### src/include/game_cfg.svh
`ifndef GAME_CFG_SVH
`define GAME_CFG_SVH

// LEDs and switches on the board
`define GAME_LED_W 16

// Last round, also the longest sequence
`define GAME_MAX_ROUND 7

// Clock cycles each shown step is held
`define GAME_STEP_CYCLES 8

// Half-period of the game-over flashing
`define GAME_FLASH_CYCLES 8

`define GAME_LFSR_SEED 16'hACE1

`endif

### src/logic/game_pkg.sv
`default_nettype none

package game_pkg;

    typedef enum logic {
        STEP_SWITCH = 1'b0,
        STEP_JOY    = 1'b1
    } step_kind_t;

    typedef enum logic [2:0] {
        DIR_NONE  = 3'd0,
        DIR_UP    = 3'd1,
        DIR_DOWN  = 3'd2,
        DIR_LEFT  = 3'd3,
        DIR_RIGHT = 3'd4
    } dir_t;

    // One step word, read as an LED index or as a direction
    typedef union packed {
        logic [3:0] led_idx;    // Switch step
        struct packed {
            logic pad;          // Always zero
            dir_t dir;
        } joy;                  // Joystick step
    } step_word_t;

    typedef struct packed {
        step_kind_t kind;
        step_word_t word;
    } step_t;

    typedef enum logic [1:0] {
        ST_INIT  = 2'd0,
        ST_SHOW  = 2'd1,
        ST_INPUT = 2'd2,
        ST_OVER  = 2'd3
    } game_state_t;

endpackage

`default_nettype wire

### src/logic/sequence_store.sv
`timescale 1ns/1ps
`default_nettype none

`include "game_cfg.svh"

module sequence_store import game_pkg::*; (
    input  logic       clk,
    input  logic       reset,
    input  logic       gen_start,
    input  logic [2:0] gen_len,
    output logic       gen_done,
    input  logic [2:0] rd_addr_a,
    output step_t      rd_step_a,
    input  logic [2:0] rd_addr_b,
    output step_t      rd_step_b
);

    logic [15:0] lfsr;
    logic        busy;
    logic [2:0]  wr_idx;
    logic [2:0]  len_q;
    step_t       new_step;
    step_t       mem [0:`GAME_MAX_ROUND-1];

    // Free-running Galois LFSR with taps 16, 14, 13 and 11
    always_ff @(posedge clk or posedge reset) begin
        if (reset) begin
            lfsr <= `GAME_LFSR_SEED;
        end else begin
            lfsr <= {1'b0, lfsr[15:1]} ^ (lfsr[0] ? 16'hB400 : 16'h0000);
        end
    end

    // Build the step for the current write slot
    always_comb begin
        if (len_q <= 3'd3) begin
            new_step.kind = step_kind_t'(lfsr[15]);     // Random kind for short rounds
        end else begin
            new_step.kind = step_kind_t'(wr_idx[0]);    // Switch on even slots
        end
        if (new_step.kind == STEP_JOY) begin
            new_step.word.joy.pad = 1'b0;
            new_step.word.joy.dir = dir_t'({1'b0, lfsr[1:0]} + 3'd1);  // Up..right
        end else begin
            new_step.word.led_idx = lfsr[3:0];
        end
    end

    always_ff @(posedge clk or posedge reset) begin
        if (reset) begin
            busy     <= 1'b0;
            wr_idx   <= 3'd0;
            len_q    <= 3'd0;
            gen_done <= 1'b0;
        end else begin
            gen_done <= 1'b0;
            if (gen_start) begin
                busy   <= 1'b1;
                wr_idx <= 3'd0;
                len_q  <= gen_len;
            end else if (busy) begin
                wr_idx <= wr_idx + 3'd1;
                if (wr_idx == len_q - 3'd1) begin   // Last slot written
                    busy     <= 1'b0;
                    gen_done <= 1'b1;
                end
            end
        end
    end

    always_ff @(posedge clk) begin
        if (busy) begin
            mem[wr_idx] <= new_step;
        end
    end

    assign rd_step_a = mem[rd_addr_a];  // Show unit
    assign rd_step_b = mem[rd_addr_b];  // Judge

endmodule

`default_nettype wire

### src/logic/sequence_show.sv
`timescale 1ns/1ps
`default_nettype none

`include "game_cfg.svh"

module sequence_show import game_pkg::*; (
    input  logic                   clk,
    input  logic                   reset,
    input  logic                   show_start,
    input  logic [2:0]             show_len,
    output logic                   show_done,
    output logic [2:0]             rd_addr,
    input  step_t                  rd_step,
    output logic                   show_valid,
    output logic [`GAME_LED_W-1:0] show_leds,
    output dir_t                   show_dir
);

    localparam int HOLD_W = $clog2(`GAME_STEP_CYCLES + 1);

    logic              active;
    logic [2:0]        step_idx;
    logic [HOLD_W-1:0] hold;

    always_ff @(posedge clk or posedge reset) begin
        if (reset) begin
            active    <= 1'b0;
            step_idx  <= 3'd0;
            hold      <= '0;
            show_done <= 1'b0;
        end else begin
            show_done <= 1'b0;
            if (show_start) begin
                active   <= 1'b1;
                step_idx <= 3'd0;
                hold     <= '0;
            end else if (active) begin
                if (hold == HOLD_W'(`GAME_STEP_CYCLES - 1)) begin
                    hold <= '0;
                    if (step_idx == show_len - 3'd1) begin
                        // Done with the sequence
                        active    <= 1'b0;
                        show_done <= 1'b1;
                    end else begin
                        step_idx <= step_idx + 3'd1;   // Next step with no gap
                    end
                end else begin
                    hold <= hold + HOLD_W'(1);
                end
            end
        end
    end

    assign rd_addr    = step_idx;
    assign show_valid = active;

    // Decode the step word for the kind of step
    always_comb begin
        show_leds = '0;
        show_dir  = DIR_NONE;
        if (active) begin
            if (rd_step.kind == STEP_JOY) begin
                show_dir = rd_step.word.joy.dir;
            end else begin
                show_leds = `GAME_LED_W'(1) << rd_step.word.led_idx;   // One lit LED
            end
        end
    end

endmodule

`default_nettype wire

### src/logic/move_judge.sv
`timescale 1ns/1ps
`default_nettype none

`include "game_cfg.svh"

module move_judge import game_pkg::*; (
    input  logic                   clk,
    input  logic                   reset,
    input  logic                   judge_enable,
    input  logic [2:0]             judge_len,
    input  logic                   in_valid,
    output logic                   in_ready,
    input  logic                   in_is_dir,
    input  logic [`GAME_LED_W-1:0] in_switches,
    input  dir_t                   in_dir,
    output logic [2:0]             exp_addr,
    input  step_t                  exp_step,
    output logic                   move_ok,
    output logic                   move_bad,
    output logic                   seq_passed
);

    logic [2:0] pos;
    logic       accept;
    logic       kind_ok;
    logic       value_ok;

    // Low while a verdict is out or after the last step
    assign in_ready = judge_enable && !move_ok && !move_bad && !seq_passed;
    assign accept   = in_valid && in_ready;
    assign exp_addr = pos;

    assign kind_ok = in_is_dir == (exp_step.kind == STEP_JOY);

    always_comb begin
        if (exp_step.kind == STEP_JOY) begin
            value_ok = in_dir == exp_step.word.joy.dir;
        end else begin
            value_ok = in_switches == (`GAME_LED_W'(1) << exp_step.word.led_idx);
        end
    end

    always_ff @(posedge clk or posedge reset) begin
        if (reset) begin
            pos        <= 3'd0;
            move_ok    <= 1'b0;
            move_bad   <= 1'b0;
            seq_passed <= 1'b0;
        end else begin
            move_ok    <= 1'b0;
            move_bad   <= 1'b0;
            seq_passed <= 1'b0;
            if (!judge_enable) begin
                pos <= 3'd0;                    // Ready for the next input phase
            end else if (accept) begin
                if (kind_ok && value_ok) begin
                    move_ok    <= 1'b1;
                    seq_passed <= pos == judge_len - 3'd1;
                    pos        <= pos + 3'd1;
                end else begin
                    move_bad <= 1'b1;
                end
            end
        end
    end

endmodule

`default_nettype wire

### src/logic/round_fsm.sv
`timescale 1ns/1ps
`default_nettype none

`include "game_cfg.svh"

module round_fsm import game_pkg::*; (
    input  logic                   clk,
    input  logic                   reset,
    output logic                   gen_start,
    input  logic                   gen_done,
    output logic                   show_start,
    input  logic                   show_done,
    output logic                   judge_enable,
    input  logic                   move_bad,
    input  logic                   seq_passed,
    output logic [2:0]             round,
    output logic [2:0]             highest_round,
    output logic                   game_over,
    output logic [`GAME_LED_W-1:0] flash_leds
);

    localparam int FLASH_W = $clog2(`GAME_FLASH_CYCLES + 1);

    game_state_t        state;
    logic               gen_busy;   // Waiting for the store
    logic [2:0]         next_round;
    logic [FLASH_W-1:0] flash_cnt;
    logic               flash_on;

    assign gen_start    = (state == ST_INIT) && !gen_busy;
    assign show_start   = (state == ST_INIT) && gen_done;
    assign judge_enable = state == ST_INPUT;
    assign game_over    = state == ST_OVER;
    assign flash_leds   = {`GAME_LED_W{game_over && flash_on}};

    // Round holds at the limit
    assign next_round = (round == 3'(`GAME_MAX_ROUND)) ? round : round + 3'd1;

    always_ff @(posedge clk or posedge reset) begin
        if (reset) begin
            state         <= ST_INIT;
            gen_busy      <= 1'b0;
            round         <= 3'd1;
            highest_round <= 3'd1;
            flash_cnt     <= '0;
            flash_on      <= 1'b0;
        end else begin
            case (state)
                ST_INIT: begin
                    if (gen_start) begin
                        gen_busy <= 1'b1;
                    end
                    if (gen_done) begin
                        gen_busy <= 1'b0;
                        state    <= ST_SHOW;
                    end
                end
                ST_SHOW: begin
                    if (show_done) begin
                        state <= ST_INPUT;
                    end
                end
                ST_INPUT: begin
                    if (move_bad) begin
                        state     <= ST_OVER;
                        flash_cnt <= '0;
                        flash_on  <= 1'b1;  // Start with LEDs lit
                    end else if (seq_passed) begin
                        round <= next_round;
                        if (next_round > highest_round) begin
                            highest_round <= next_round;
                        end
                        state <= ST_INIT;
                    end
                end
                ST_OVER: begin
                    // Toggle every half-period until reset
                    if (flash_cnt == FLASH_W'(`GAME_FLASH_CYCLES - 1)) begin
                        flash_cnt <= '0;
                        flash_on  <= !flash_on;
                    end else begin
                        flash_cnt <= flash_cnt + FLASH_W'(1);
                    end
                end
                default: state <= ST_INIT;
            endcase
        end
    end

endmodule

`default_nettype wire

### src/logic/game_ctrl_top.sv
`timescale 1ns/1ps
`default_nettype none

`include "game_cfg.svh"

module game_ctrl_top import game_pkg::*; (
    input  logic                   clk,
    input  logic                   reset,
    output logic                   show_valid,
    output logic [`GAME_LED_W-1:0] show_leds,
    output dir_t                   show_dir,
    input  logic                   in_valid,
    output logic                   in_ready,
    input  logic                   in_is_dir,
    input  logic [`GAME_LED_W-1:0] in_switches,
    input  dir_t                   in_dir,
    output logic                   move_ok,
    output logic [2:0]             round,
    output logic [2:0]             highest_round,
    output logic                   game_over,
    output logic [`GAME_LED_W-1:0] flash_leds
);

    logic       gen_start;
    logic       gen_done;
    logic       show_start;
    logic       show_done;
    logic       judge_enable;
    logic       move_bad;
    logic       seq_passed;
    logic [2:0] rd_addr_a;
    step_t      rd_step_a;
    logic [2:0] rd_addr_b;
    step_t      rd_step_b;

    sequence_store sequence_store_inst (
        .clk       (clk),
        .reset     (reset),
        .gen_start (gen_start),
        .gen_len   (round),
        .gen_done  (gen_done),
        .rd_addr_a (rd_addr_a),
        .rd_step_a (rd_step_a),
        .rd_addr_b (rd_addr_b),
        .rd_step_b (rd_step_b)
    );

    sequence_show sequence_show_inst (
        .clk        (clk),
        .reset      (reset),
        .show_start (show_start),
        .show_len   (round),
        .show_done  (show_done),
        .rd_addr    (rd_addr_a),
        .rd_step    (rd_step_a),
        .show_valid (show_valid),
        .show_leds  (show_leds),
        .show_dir   (show_dir)
    );

    move_judge move_judge_inst (
        .clk          (clk),
        .reset        (reset),
        .judge_enable (judge_enable),
        .judge_len    (round),
        .in_valid     (in_valid),
        .in_ready     (in_ready),
        .in_is_dir    (in_is_dir),
        .in_switches  (in_switches),
        .in_dir       (in_dir),
        .exp_addr     (rd_addr_b),
        .exp_step     (rd_step_b),
        .move_ok      (move_ok),
        .move_bad     (move_bad),
        .seq_passed   (seq_passed)
    );

    round_fsm round_fsm_inst (
        .clk           (clk),
        .reset         (reset),
        .gen_start     (gen_start),
        .gen_done      (gen_done),
        .show_start    (show_start),
        .show_done     (show_done),
        .judge_enable  (judge_enable),
        .move_bad      (move_bad),
        .seq_passed    (seq_passed),
        .round         (round),
        .highest_round (highest_round),
        .game_over     (game_over),
        .flash_leds    (flash_leds)
    );

endmodule

`default_nettype wire

### config.mk
export PLATFORM = sky130hd
export DESIGN_NAME = game_ctrl_top
export DESIGN_NICKNAME = d
export VERILOG_FILES = /design/src/logic/game_pkg.sv /design/src/logic/sequence_store.sv /design/src/logic/sequence_show.sv /design/src/logic/move_judge.sv /design/src/logic/round_fsm.sv /design/src/logic/game_ctrl_top.sv
export VERILOG_INCLUDE_DIRS = /design/src /design/src/include
export SDC_FILE = /design/constraint.sdc
export NUM_CORES = 1
export LEC_CHECK = 0
export BUFFER_PORTS_ARGS = -buffer_cell sky130_fd_sc_hd__buf_2
export CORE_MARGIN = 8
export CORE_UTILIZATION = 50
export CTS_CLUSTER_SIZE = 20
export DETAILED_ROUTE_END_ITERATION = 16
export PLACE_DENSITY = 0.74
export SYNTH_ARGS = -nofsm -noshare
export SYNTH_HDL_FRONTEND = slang
export SYNTH_SLANG_ARGS = --single-unit
### constraint.sdc
create_clock -name clk -period 3.1 [get_ports clk]
set_input_delay 0.31 -clock clk [delete_from_list [all_inputs] [get_ports clk]]
set_output_delay 0.31 -clock clk [all_outputs]
set_load 0.005 [all_outputs]
# Word-level counts from Yosys, hierarchy flattened
# Memory sizes are Yosys's and may differ from the RTL's.
# Cells that the tools add are included.
[classes]
reduce_logical = 28
n_lt_le_gt_ge = 2
n_shift = 2
eq_ne = 20
muxes = 59
n_addsub = 9
n_bitwise = 2
[ops]
columns = ["op", "count"]
rows = [
  ["$mux 16", 3],
  ["$mux 3", 12],
  ["$shl 1x4->16 const A", 2],
  ["$mux 1", 31],
  ["$mux 4", 6],
  ["$eq 16x16->1", 1],
  ["$xor 15x16->16", 1],
  ["$add 3x1->3 const B", 4],
  ["$eq 3x3->1", 4],
  ["$ne 2x2->1 const B", 6],
  ["$reduce_bool 2->1", 5],
  ["$reduce_and 3->1", 3],
  ["$add 4x1->4 const B", 2],
  ["$eq 4x3->1 const B", 2],
  ["$logic_and 1x1->1", 8],
  ["$mux 2", 4],
  ["$pmux 4 s2", 1],
  ["$reduce_and 4->1", 2],
  ["$pmux 2 s3", 1],
  ["$reduce_and 2->1", 3],
  ["$sub 3x1->3 const B", 2],
  ["$logic_not 1->1", 5],
  ["$eq 2x2->1 const B", 2],
  ["$add 2x1->3 const B", 1],
  ["other kinds (11)", 11],
]
[word_totals]
in_bits = 23
mem_bits_rw = 35
regBits = 53
memories = 1
wordCells = 142
[memory_table]
columns = ["memory", "words", "width", "rd", "rd_ports_with_merged_regs", "write_ports", "line", "text"]
rows = [
  ["sequence_store_inst.mem", 7, 5, 2, 0, 1, "sequence_store.sv:23", "step_t mem [0:`GAME_MAX_ROUND-1];"],
]

# Depth between registers and ports, before layout
# Gate-level depths: netlist of the first run.
# An unclocked memory read counts as a cell.
[logic_depth]
depth_word = 8
mapped_depth = 12

# By module
# A second synthesis of the first run with hierarchy kept.
[unflattened]
hier_cells = 469
area_unflattened_um2 = 5251.3
[by_module_without_submodules]
columns = ["module", "seq_area_each_um2", "area_each_um2", "n_inst", "cells_per_inst"]
rows = [
  ["sequence_store", 1661.6, 2598.7, 1, 167],
  ["round_fsm", 352.8, 1007.2, 1, 99],
  ["move_judge", 150.1, 932.1, 1, 117],
  ["sequence_show", 225.2, 713.2, 1, 86],
]

# Worst setup path before layout of the first run
# No wires, ideal clock.
[synth_path]
kind = "reg-to-output"
start = "register sequence_show_inst.step_idx[0] (netlist: sequence_show_inst.rd_addr[0])"
end = "output port show_leds[0]"
stages_incl_launch_ff = 6
setup_slack_ns = 0.505
t_arrival_ns = 2.285
required_ns = 2.790
path_buffers = 1
cell_sequence = "dfrtp_1 -> buf_1 -> mux4_2 -> mux2_2 -> or2_2 -> nor4_1"
[synth_between]
elab_chain_len = 4
[synth_rtl]
columns = ["element", "line", "text"]
rows = [
  ["from (decl)", "sequence_show.sv:22", "logic [2:0] step_idx;"],
  ["from (signal assigned)", "sequence_show.sv:45", "step_idx <= step_idx + 3'd1;"],
  ["$mem_v2 7x5 (*)", "-", ""],
  ["$shl 1x4->16 (no source line)", "-", ""],
  ["$mux 16 (*)", "sequence_show.sv:62", "if (rd_step.kind == STEP_JOY) begin"],
  ["$mux 16 (*)", "sequence_show.sv:61", "if (active) begin"],
  ["to (decl)", "game_ctrl_top.sv:10", "output logic [`GAME_LED_W-1:0] show_leds,"],
]
# Every way passes the cells marked *; elsewhere a longest branch is shown, timed or not.

# Worst setup path after layout of the first run
# Ends and elaborated chain as after synthesis.

==> flow_summary.json, run 1 <==
{
  "rsz0062_at_grt": "false",
  "cap_viol_max_count": 0,
  "synth_warnings": 0,
  "crit_fanout": 11,
  "postSynthCellCount": 463,
  "grt_pass1_wl_um": 17360,
  "wl_um": 10840,
  "dpl_worst_slack_ps": 227.5,
  "grt_overflow": 0,
  "synthArstFlopShare": 0.6023,
  "nFillCells": 847,
  "wl_met2_um": 5243,
  "grt_max_degree": 54,
  "clock_skew_ps": 18.76,
  "hold_viol_final": 0,
  "io_pins": 68,
  "required_ps": 2790,
  "synth_top_cell_area_share": 0.2122,
  "ys_dominant_reg_cell": "dfrtp_1",
  "cts.path.max_buffers": 2,
  "clock_latency_ps": 350,
  "path_class": "register to output pin",
  "fin_tns_setup_ps": 0,
  "viasPerCell": 5.605,
  "syn_to_final_growth_pct": 9.181,
  "tritoncts": "yes",
  "syn-cell-area_um2": 5070,
  "first_pass_iters": 5,
  "drv_slew": 0,
  "synth_top_area_cell": "dfrtp_1",
  "antennaDiodeCount": 0,
  "post-route-period-util": 0.9456,
  "cts_buffers": 9,
  "start_util": 0.5163,
  "route.detailed.drc": 0,
  "path_clk_slew_ps": 90,
  "first_iter_violations": 358,
  "place_congestion": 0.8773,
  "pwr_density_cell_nw_per_um2": 348.9,
  "hpwl_um": 8240,
  "htree_levels": 3,
  "routedWlPerCell_um": 16.73,
  "ys_types": 72,
  "vdd_drop_max_mv": 0.3025,
  "die_w_um": 116.7,
  "finalSetupViolations": 0,
  "met3_length_um": 664,
  "drive_above_1_share": 0.2621,
  "grt_pass1_vias": 3526,
  "status": "completed",
  "nNetsFinal": 551,
  "antenna_found_initial": 0,
  "critPathArrivalTime_ps": 2620,
  "post-cts-setup-buffer-count": 0,
  "via_count": 3632,
  "numPortBuffers": 67,
  "synth_fp_nets": 504,
  "start_kind": "register",
  "die_y_um": 116.7,
  "end_kind": "output pin",
  "rows": 36,
  "synth_edf_count": 35,
  "cts_num_sinks": 88,
  "fmax_mhz": 341.2,
  "routed.top_layer": "met4",
  "worst_hold_path_type": "input pin to register",
  "max_slew.worst_pin.slew_ps": 1083,
  "die_area_um2": 13620,
  "syn_area_per_cell_um2": 10.95,
  "grt_util_all_layers": 0.1607,
  "netlist_top_cells_area": "dfrtp_1 (21%), edfxtp_1 (21%), dfstp_2 (5.2%)",
  "clockRootBuffer": "clkbuf_8",
  "synth-seq-cells": 88,
  "max_slew_margin": 0.2768,
  "fin_crit_ps": 2931,
  "synth-seq-area-share": 0.4714,
  "fin_ws_ps": 168.8,
  "ant_nets": 0,
  "drt-met1-wl_um": 4722,
  "leakage_uw": 0.002266,
  "core_um2": 9819
}
Yosys cell counts, types with 4 or more instances:
library cell / instances
a31oi_1: 5
o32ai_1: 4
buf_6: 5
inv_1: 23
nor2_1: 40
clkbuf_1: 8
xor2_1: 11
mux2_2: 11
xnor2_1: 14
dfstp_2: 10
nand2_1: 39
o22ai_2: 4
edfxtp_1: 35
ha_1: 18
nor4_1: 11
and2_1: 8
nor2b_1: 4
buf_4: 15
nand2b_1: 15
dfrtp_1: 43
mux2i_1: 18
nand3_1: 11
o21ai_0: 17
mux4_2: 6
buf_2: 5
nor3_1: 7
mux2_4: 4
a311oi_1: 4
a21oi_1: 4
cell usage in the layout (no fill, tap or decap), types with 3 or more instances in the layout:
master | netlist | final
o22a_1 | 3 | 3
xnor2_1 | 14 | 14
nor2_1 | 40 | 39
mux2i_1 | 18 | 18
mux4_2 | 6 | 6
clkbuf_8 | 0 | 9
o32ai_1 | 4 | 4
a21o_1 | 3 | 3
mux2_2 | 11 | 11
dfrtp_1 | 43 | 43
nor2b_1 | 4 | 4
nand2_1 | 39 | 39
inv_1 | 23 | 22
xor2_1 | 11 | 11
a311oi_1 | 4 | 4
edfxtp_1 | 35 | 35
and2_1 | 8 | 8
buf_4 | 15 | 4
buf_2 | 5 | 67
mux2_4 | 4 | 4
nor4_1 | 11 | 11
dfstp_2 | 10 | 10
a2111oi_0 | 3 | 3
clkbuf_1 | 8 | 4
nor3_1 | 7 | 7
a31oi_1 | 5 | 5
nand3_1 | 11 | 11
nand2b_1 | 15 | 15
o22ai_2 | 4 | 4
a21oi_1 | 4 | 4
nand4b_1 | 3 | 3
o21ai_0 | 17 | 17
ha_1 | 18 | 18
worst max-delay path, cell delays in order, from the launching register on:
cell     delay [ps]
dfrtp_1         710
mux4_2          580
mux2_2          310
or2_2           350
nor4_1          160
buf_2           160
final cells by class:
type | count | area [um^2] | share of cell area
clock buffer | 13 | 138.9 | 0.02509
clock inverter | 3 | 21.27 | 0.003843
inverter | 23 | 86.33 | 0.01560
multi-input combinational | 316 | 2347 | 0.4241
sequential | 88 | 2390 | 0.4317
tap | 133 | 166.4 | 0.03006
timing repair buffer | 72 | 385.4 | 0.06962
layer usage:
| metal | GRT usage | up-vias |
|---|---|---|
| met5 | 0 | - |
| li1 | - | 1752 |
| met1 | 0.1990 | 1743 |
| met4 | 0.06655 | 0 |
| met2 | 0.2681 | 115 |
| met3 | 0.03257 | 22 |
worst paths after layout:
| check | startpoint | depth (start not counted) | slack, ps | end |
|---|---|---|---|---|
| max in group asynchronous | reset | 2 | 2210 | sequence_store_inst.lfsr[14] |
| min | in_valid | 3 | 200 | move_judge_inst.move_bad |
| min reg2reg | sequence_store_inst.lfsr[9] | 0 | 350 | sequence_store_inst.lfsr[8] |
| max | sequence_show_inst.rd_addr[0] | 5 | 170 | show_leds[0] |
| min in group asynchronous | reset | 2 | 230 | round_fsm_inst.state[0] |
| max reg2reg | move_judge_inst.exp_addr[0] | 10 | 200 | move_judge_inst.exp_addr[0] |
logic make-up after synthesis:
group	count (synthesis)	synth area share
DFF	88	0.4714
xor gates and xnor gates	25	0.04319
AOI/OAI and AO/OA	77	0.1194
adders and majority gates	18	0.04442
buffers and inverters	59	0.06663
muxes	40	0.1007
and+or+nand+nor	156	0.1542
state kept, by name (all words and copies together) (netlist names), 4 cells and up:
name and count:
round_fsm_inst.flash_cnt 4, sequence_show_inst.hold 4, sequence_store_inst.lfsr 16, sequence_store_inst.mem 35
power breakdown:
group	internal, uW	switching, uW	leakage, uW
clock network	293	383	0.0000776
logic	19.5	32.5	0.00127
registers	1200	0	0.000916
total	1520	415	0.00227
stage by stage:
step / instances / utilization / hold WS [ps] / cell area [um^2] / total power [uW]
finish: 648 / 0.5637 / 203.3 / 5535 / 1931
global route: 648 / 0.5637 / 204.4 / 5535 / 1995
CTS: 648 / 0.5632 / 192.9 / 5530 / 1945
detailed placement: 632 / 0.5469 / 336.4 / 5370 / 1279
global placement: 632 / 0.5469 / 342.6 / 5370 / 1278
floorplan: 463 / - / 331.2 / 5070 / 1252
repair_timing:
action	in CTS	in global routing
endpoints found under the setup margin	0	1
resized for setup	0	2
hold buffers	0	0
No activity file was read; power rests on OpenSTA's default activity.
==> run 2: changes to the inputs <==
BUFFER_PORTS_ARGS = -buffer_cell sky130_fd_sc_hd__buf_4   (was -buffer_cell sky130_fd_sc_hd__buf_2)
CELL_PAD_IN_SITES_DETAIL_PLACEMENT = 1   (was default)
CELL_PAD_IN_SITES_GLOBAL_PLACEMENT = 2   (was default)
CORE_UTILIZATION = 38   (was 50)
PLACE_DENSITY = 0.83   (was 0.74)
==> run 2 against run 1 <==
  * Hold slack improved by 36 ps
  * Non-clock buffer count rose by 4
  * Utilization fell by 11 points
  * Wire length rose by 13%
  * Count of clock-buffer cells in the layout fell by 2
  * Power rose by 21%
  * Die area rose by 27%
  * Global-route usage fell by 1.8 points
  * First-iteration DRC count fell by 51%
  * Design area rose by 7.0%
  * Critical path depth rose by 5
  * Highest routed layer unchanged
==> flow_summary.json, run 2 (synthesized netlist as in run 1, its figures left out) <==
{
  "status": "completed",
  "cts_buffers": 9,
  "post-route-period-util": 0.9384,
  "start_kind": "register",
  "dpl-instance-area_um2": 5622,
  "place_congestion": 0.8433,
  "start_util": 0.3859,
  "stdcell_count": 695,
  "rows": 42,
  "layout_commonest_cell": "buf_4",
  "nFillCells": 1447,
  "clockRootBuffer": "clkbuf_16",
  "numPortBuffers": 67,
  "die_y_um": 131.5,
  "swShare": 0.2118,
  "dpl_worst_slack_ps": 208.5,
  "finalInstanceArea_um2": 5921,
  "grt_pass1_vias": 3859,
  "slowest_delay_ps": 510,
  "clock_latency_ps": 340,
  "grt_util_all_layers": 0.1423,
  "fmax_mhz": 343.8,
  "nNetsFinal": 555,
  "finalSetupViolations": 0,
  "io_pins": 68,
  "htree_levels": 3,
  "grt_pass1_wl_um": 20070,
  "required_ps": 3330,
  "rsz0062_at_grt": "false",
  "cap_viol_max_count": 0,
  "whs_ps": 239.1,
  "hold_path_end": "move_judge_inst.move_bad",
  "max_slew.worst_pin.slew_ps": 1074,
  "cpMaxStageDelayCell": "a2111oi_0",
  "grt_max_degree": 52,
  "antenna_found_initial": 0,
  "worst_hold_path_type": "input pin to register",
  "crit_fanout": 18,
  "pwr_density_cell_nw_per_um2": 393.5,
  "max_slew_margin": 0.2830,
  "reg_top3": "sequence_store_inst.mem x35, sequence_store_inst.lfsr x16",
  "first_iter_violations": 176,
  "clock_skew_ps": 8.872,
  "leakage_uw": 0.002373,
  "r2r-start": "move_judge_inst.exp_addr[0]",
  "fin_ws_ps": 191.0,
  "p_switching_uw": 493.3,
  "tritoncts": "yes",
  "die_area_um2": 17290,
  "path_class": "register to register",
  "routedWlPerCell_um": 17.56,
  "grt_overflow": 0,
  "rrSetupSlack_ps": 190,
  "vdd_drop_max_mv": 0.3560,
  "hpwl_um": 9542,
  "worst_r2r_path_depth": 10,
  "regMostFlops": "sequence_store_inst.mem",
  "largest_register_ffs": 35,
  "critPathArrivalTime_ps": 3140,
  "antennaDiodeCount": 0,
  "crit_path_cell_trace": "buf_12 -> mux2_1 -> o22a_1 -> a2111oi_0 -> a311oi_1 -> a211oi_1 -> nor4_1 -> a41o_2 -> and4_1 -> o21a_1",
  "seqPwrFrac": 0.517,
  "ant_nets": 0,
  "drive_above_1_share": 0.2717,
  "clock_power_share": 0.457,
  "drv_slew": 0,
  "die_w_um": 131.5,
  "first_pass_iters": 4,
  "cts.path.max_buffers": 2,
  "critPathTopFamily": "compound AO/OA/AOI/OAI gates",
  "syn_to_final_growth_pct": 16.78,
  "combinationalPowerShare": 0.026,
  "timing.rr.end": "move_judge_inst.exp_addr[2]",
  "holdCritStartpoint": "in_valid",
  "hold_path_depth": 3,
  "internal-power_uw": 1836,
  "cp_num_buf_inv": 1,
  "viasPerCell": 5.181,
  "core_um2": 13140,
  "layout_common_cells": "buf_4 (75), dfrtp_1 (43), nand2_1 (39), nor2_1 (39), edfxtp_1 (35)",
  "route.detailed.drc": 0,
  "fin_tns_setup_ps": 0,
  "end_kind": "register",
  "cts_num_sinks": 88,
  "wl_um": 12210,
  "dp_cells": 679,
  "via_count": 3601,
  "path_clk_slew_ps": 60,
  "fin_crit_ps": 2909,
  "hold_viol_final": 0
}
run 2: changes by cell type in the layout (fill, tap and decap cells not counted), sizes merged:
cell,previous run,this run
clkinv,2,0
buf,72,76
clkbuf,13,11
inv,23,27
run 2: layout make-up:
class	count	area (um^2)	share of cell area
flip-flops and latches	88	2390	0.4036
multi-input cells	316	2345	0.3960
clock buffers	11	254.0	0.04290
well taps	176	220.2	0.03719
clock inverters	5	42.54	0.007185
repair buffers	76	583.1	0.09848
inverters	23	86.33	0.01458
run 2: worst max-delay path by stage:
stage | start | end | cells after the start
2_1_floorplan | sequence_show_inst.rd_addr[0] | show_leds[0] | 5
3_3_place_gp | move_judge_inst.exp_addr[0] | move_judge_inst.exp_addr[2] | 10
3_5_place_dp | move_judge_inst.exp_addr[2] | move_judge_inst.exp_addr[2] | 9
4_1_cts | sequence_show_inst.rd_addr[0] | show_leds[12] | 8
5_1_grt | move_judge_inst.exp_addr[2] | move_judge_inst.exp_addr[0] | 9
6_report | move_judge_inst.exp_addr[0] | move_judge_inst.exp_addr[2] | 10
run 2: worst register-to-register path: cells and delay by family, from the launching register on:
family / cells / cell delay (ps)
AO/OA/AOI/OAI: 6 / 1560
buffers and inverters: 1 / 180
flip-flops: 1 / 380
multiplexers: 1 / 370
AND/OR/NAND/NOR: 2 / 320
run 2: routing by layer:
| metal | share of wire | wire length (um) | track usage | vias up |
|---|---|---|---|---|
| met3 | 0.036 | 436 | 0.03163 | 15 |
| met4 | 0.015 | 187 | 0.05233 | 0 |
| met5 | 0 | 0 | 0 | - |
| met2 | 0.49 | 6030 | 0.2428 | 64 |
| met1 | 0.45 | 5552 | 0.1724 | 1759 |
| li1 | - | - | - | 1763 |
run 2: power by group through the flow:
stage	Combinational, uW	Sequential [uW]	Clock, uW
after global routing	68.0	1200	1140
final	61.5	1200	1060
after CTS	62.6	1200	1100
after floorplan	24.7	1230	0
after detailed placement	62.3	1230	0
after global placement	61.5	1230	0
run 2: timing repair:
| item | 4_1_cts | 5_1_grt |
|---|---|---|
| hold buffers | 0 | 0 |
| setup endpoints to repair | 0 | 3 |
| buffers inserted | 0 | 0 |
| endpoints found under the hold margin | 0 | 0 |
| resized for setup | 0 | 1 |
run 2: through the flow:
| step | total power, uW | utilization |
|---|---|---|
| after floorplan | 1252 | - |
| after global placement | 1289 | 0.4279 |
| after detailed placement | 1289 | 0.4279 |
| after CTS | 2367 | 0.4505 |
| after global routing | 2408 | 0.4507 |
| final | 2330 | 0.4507 |
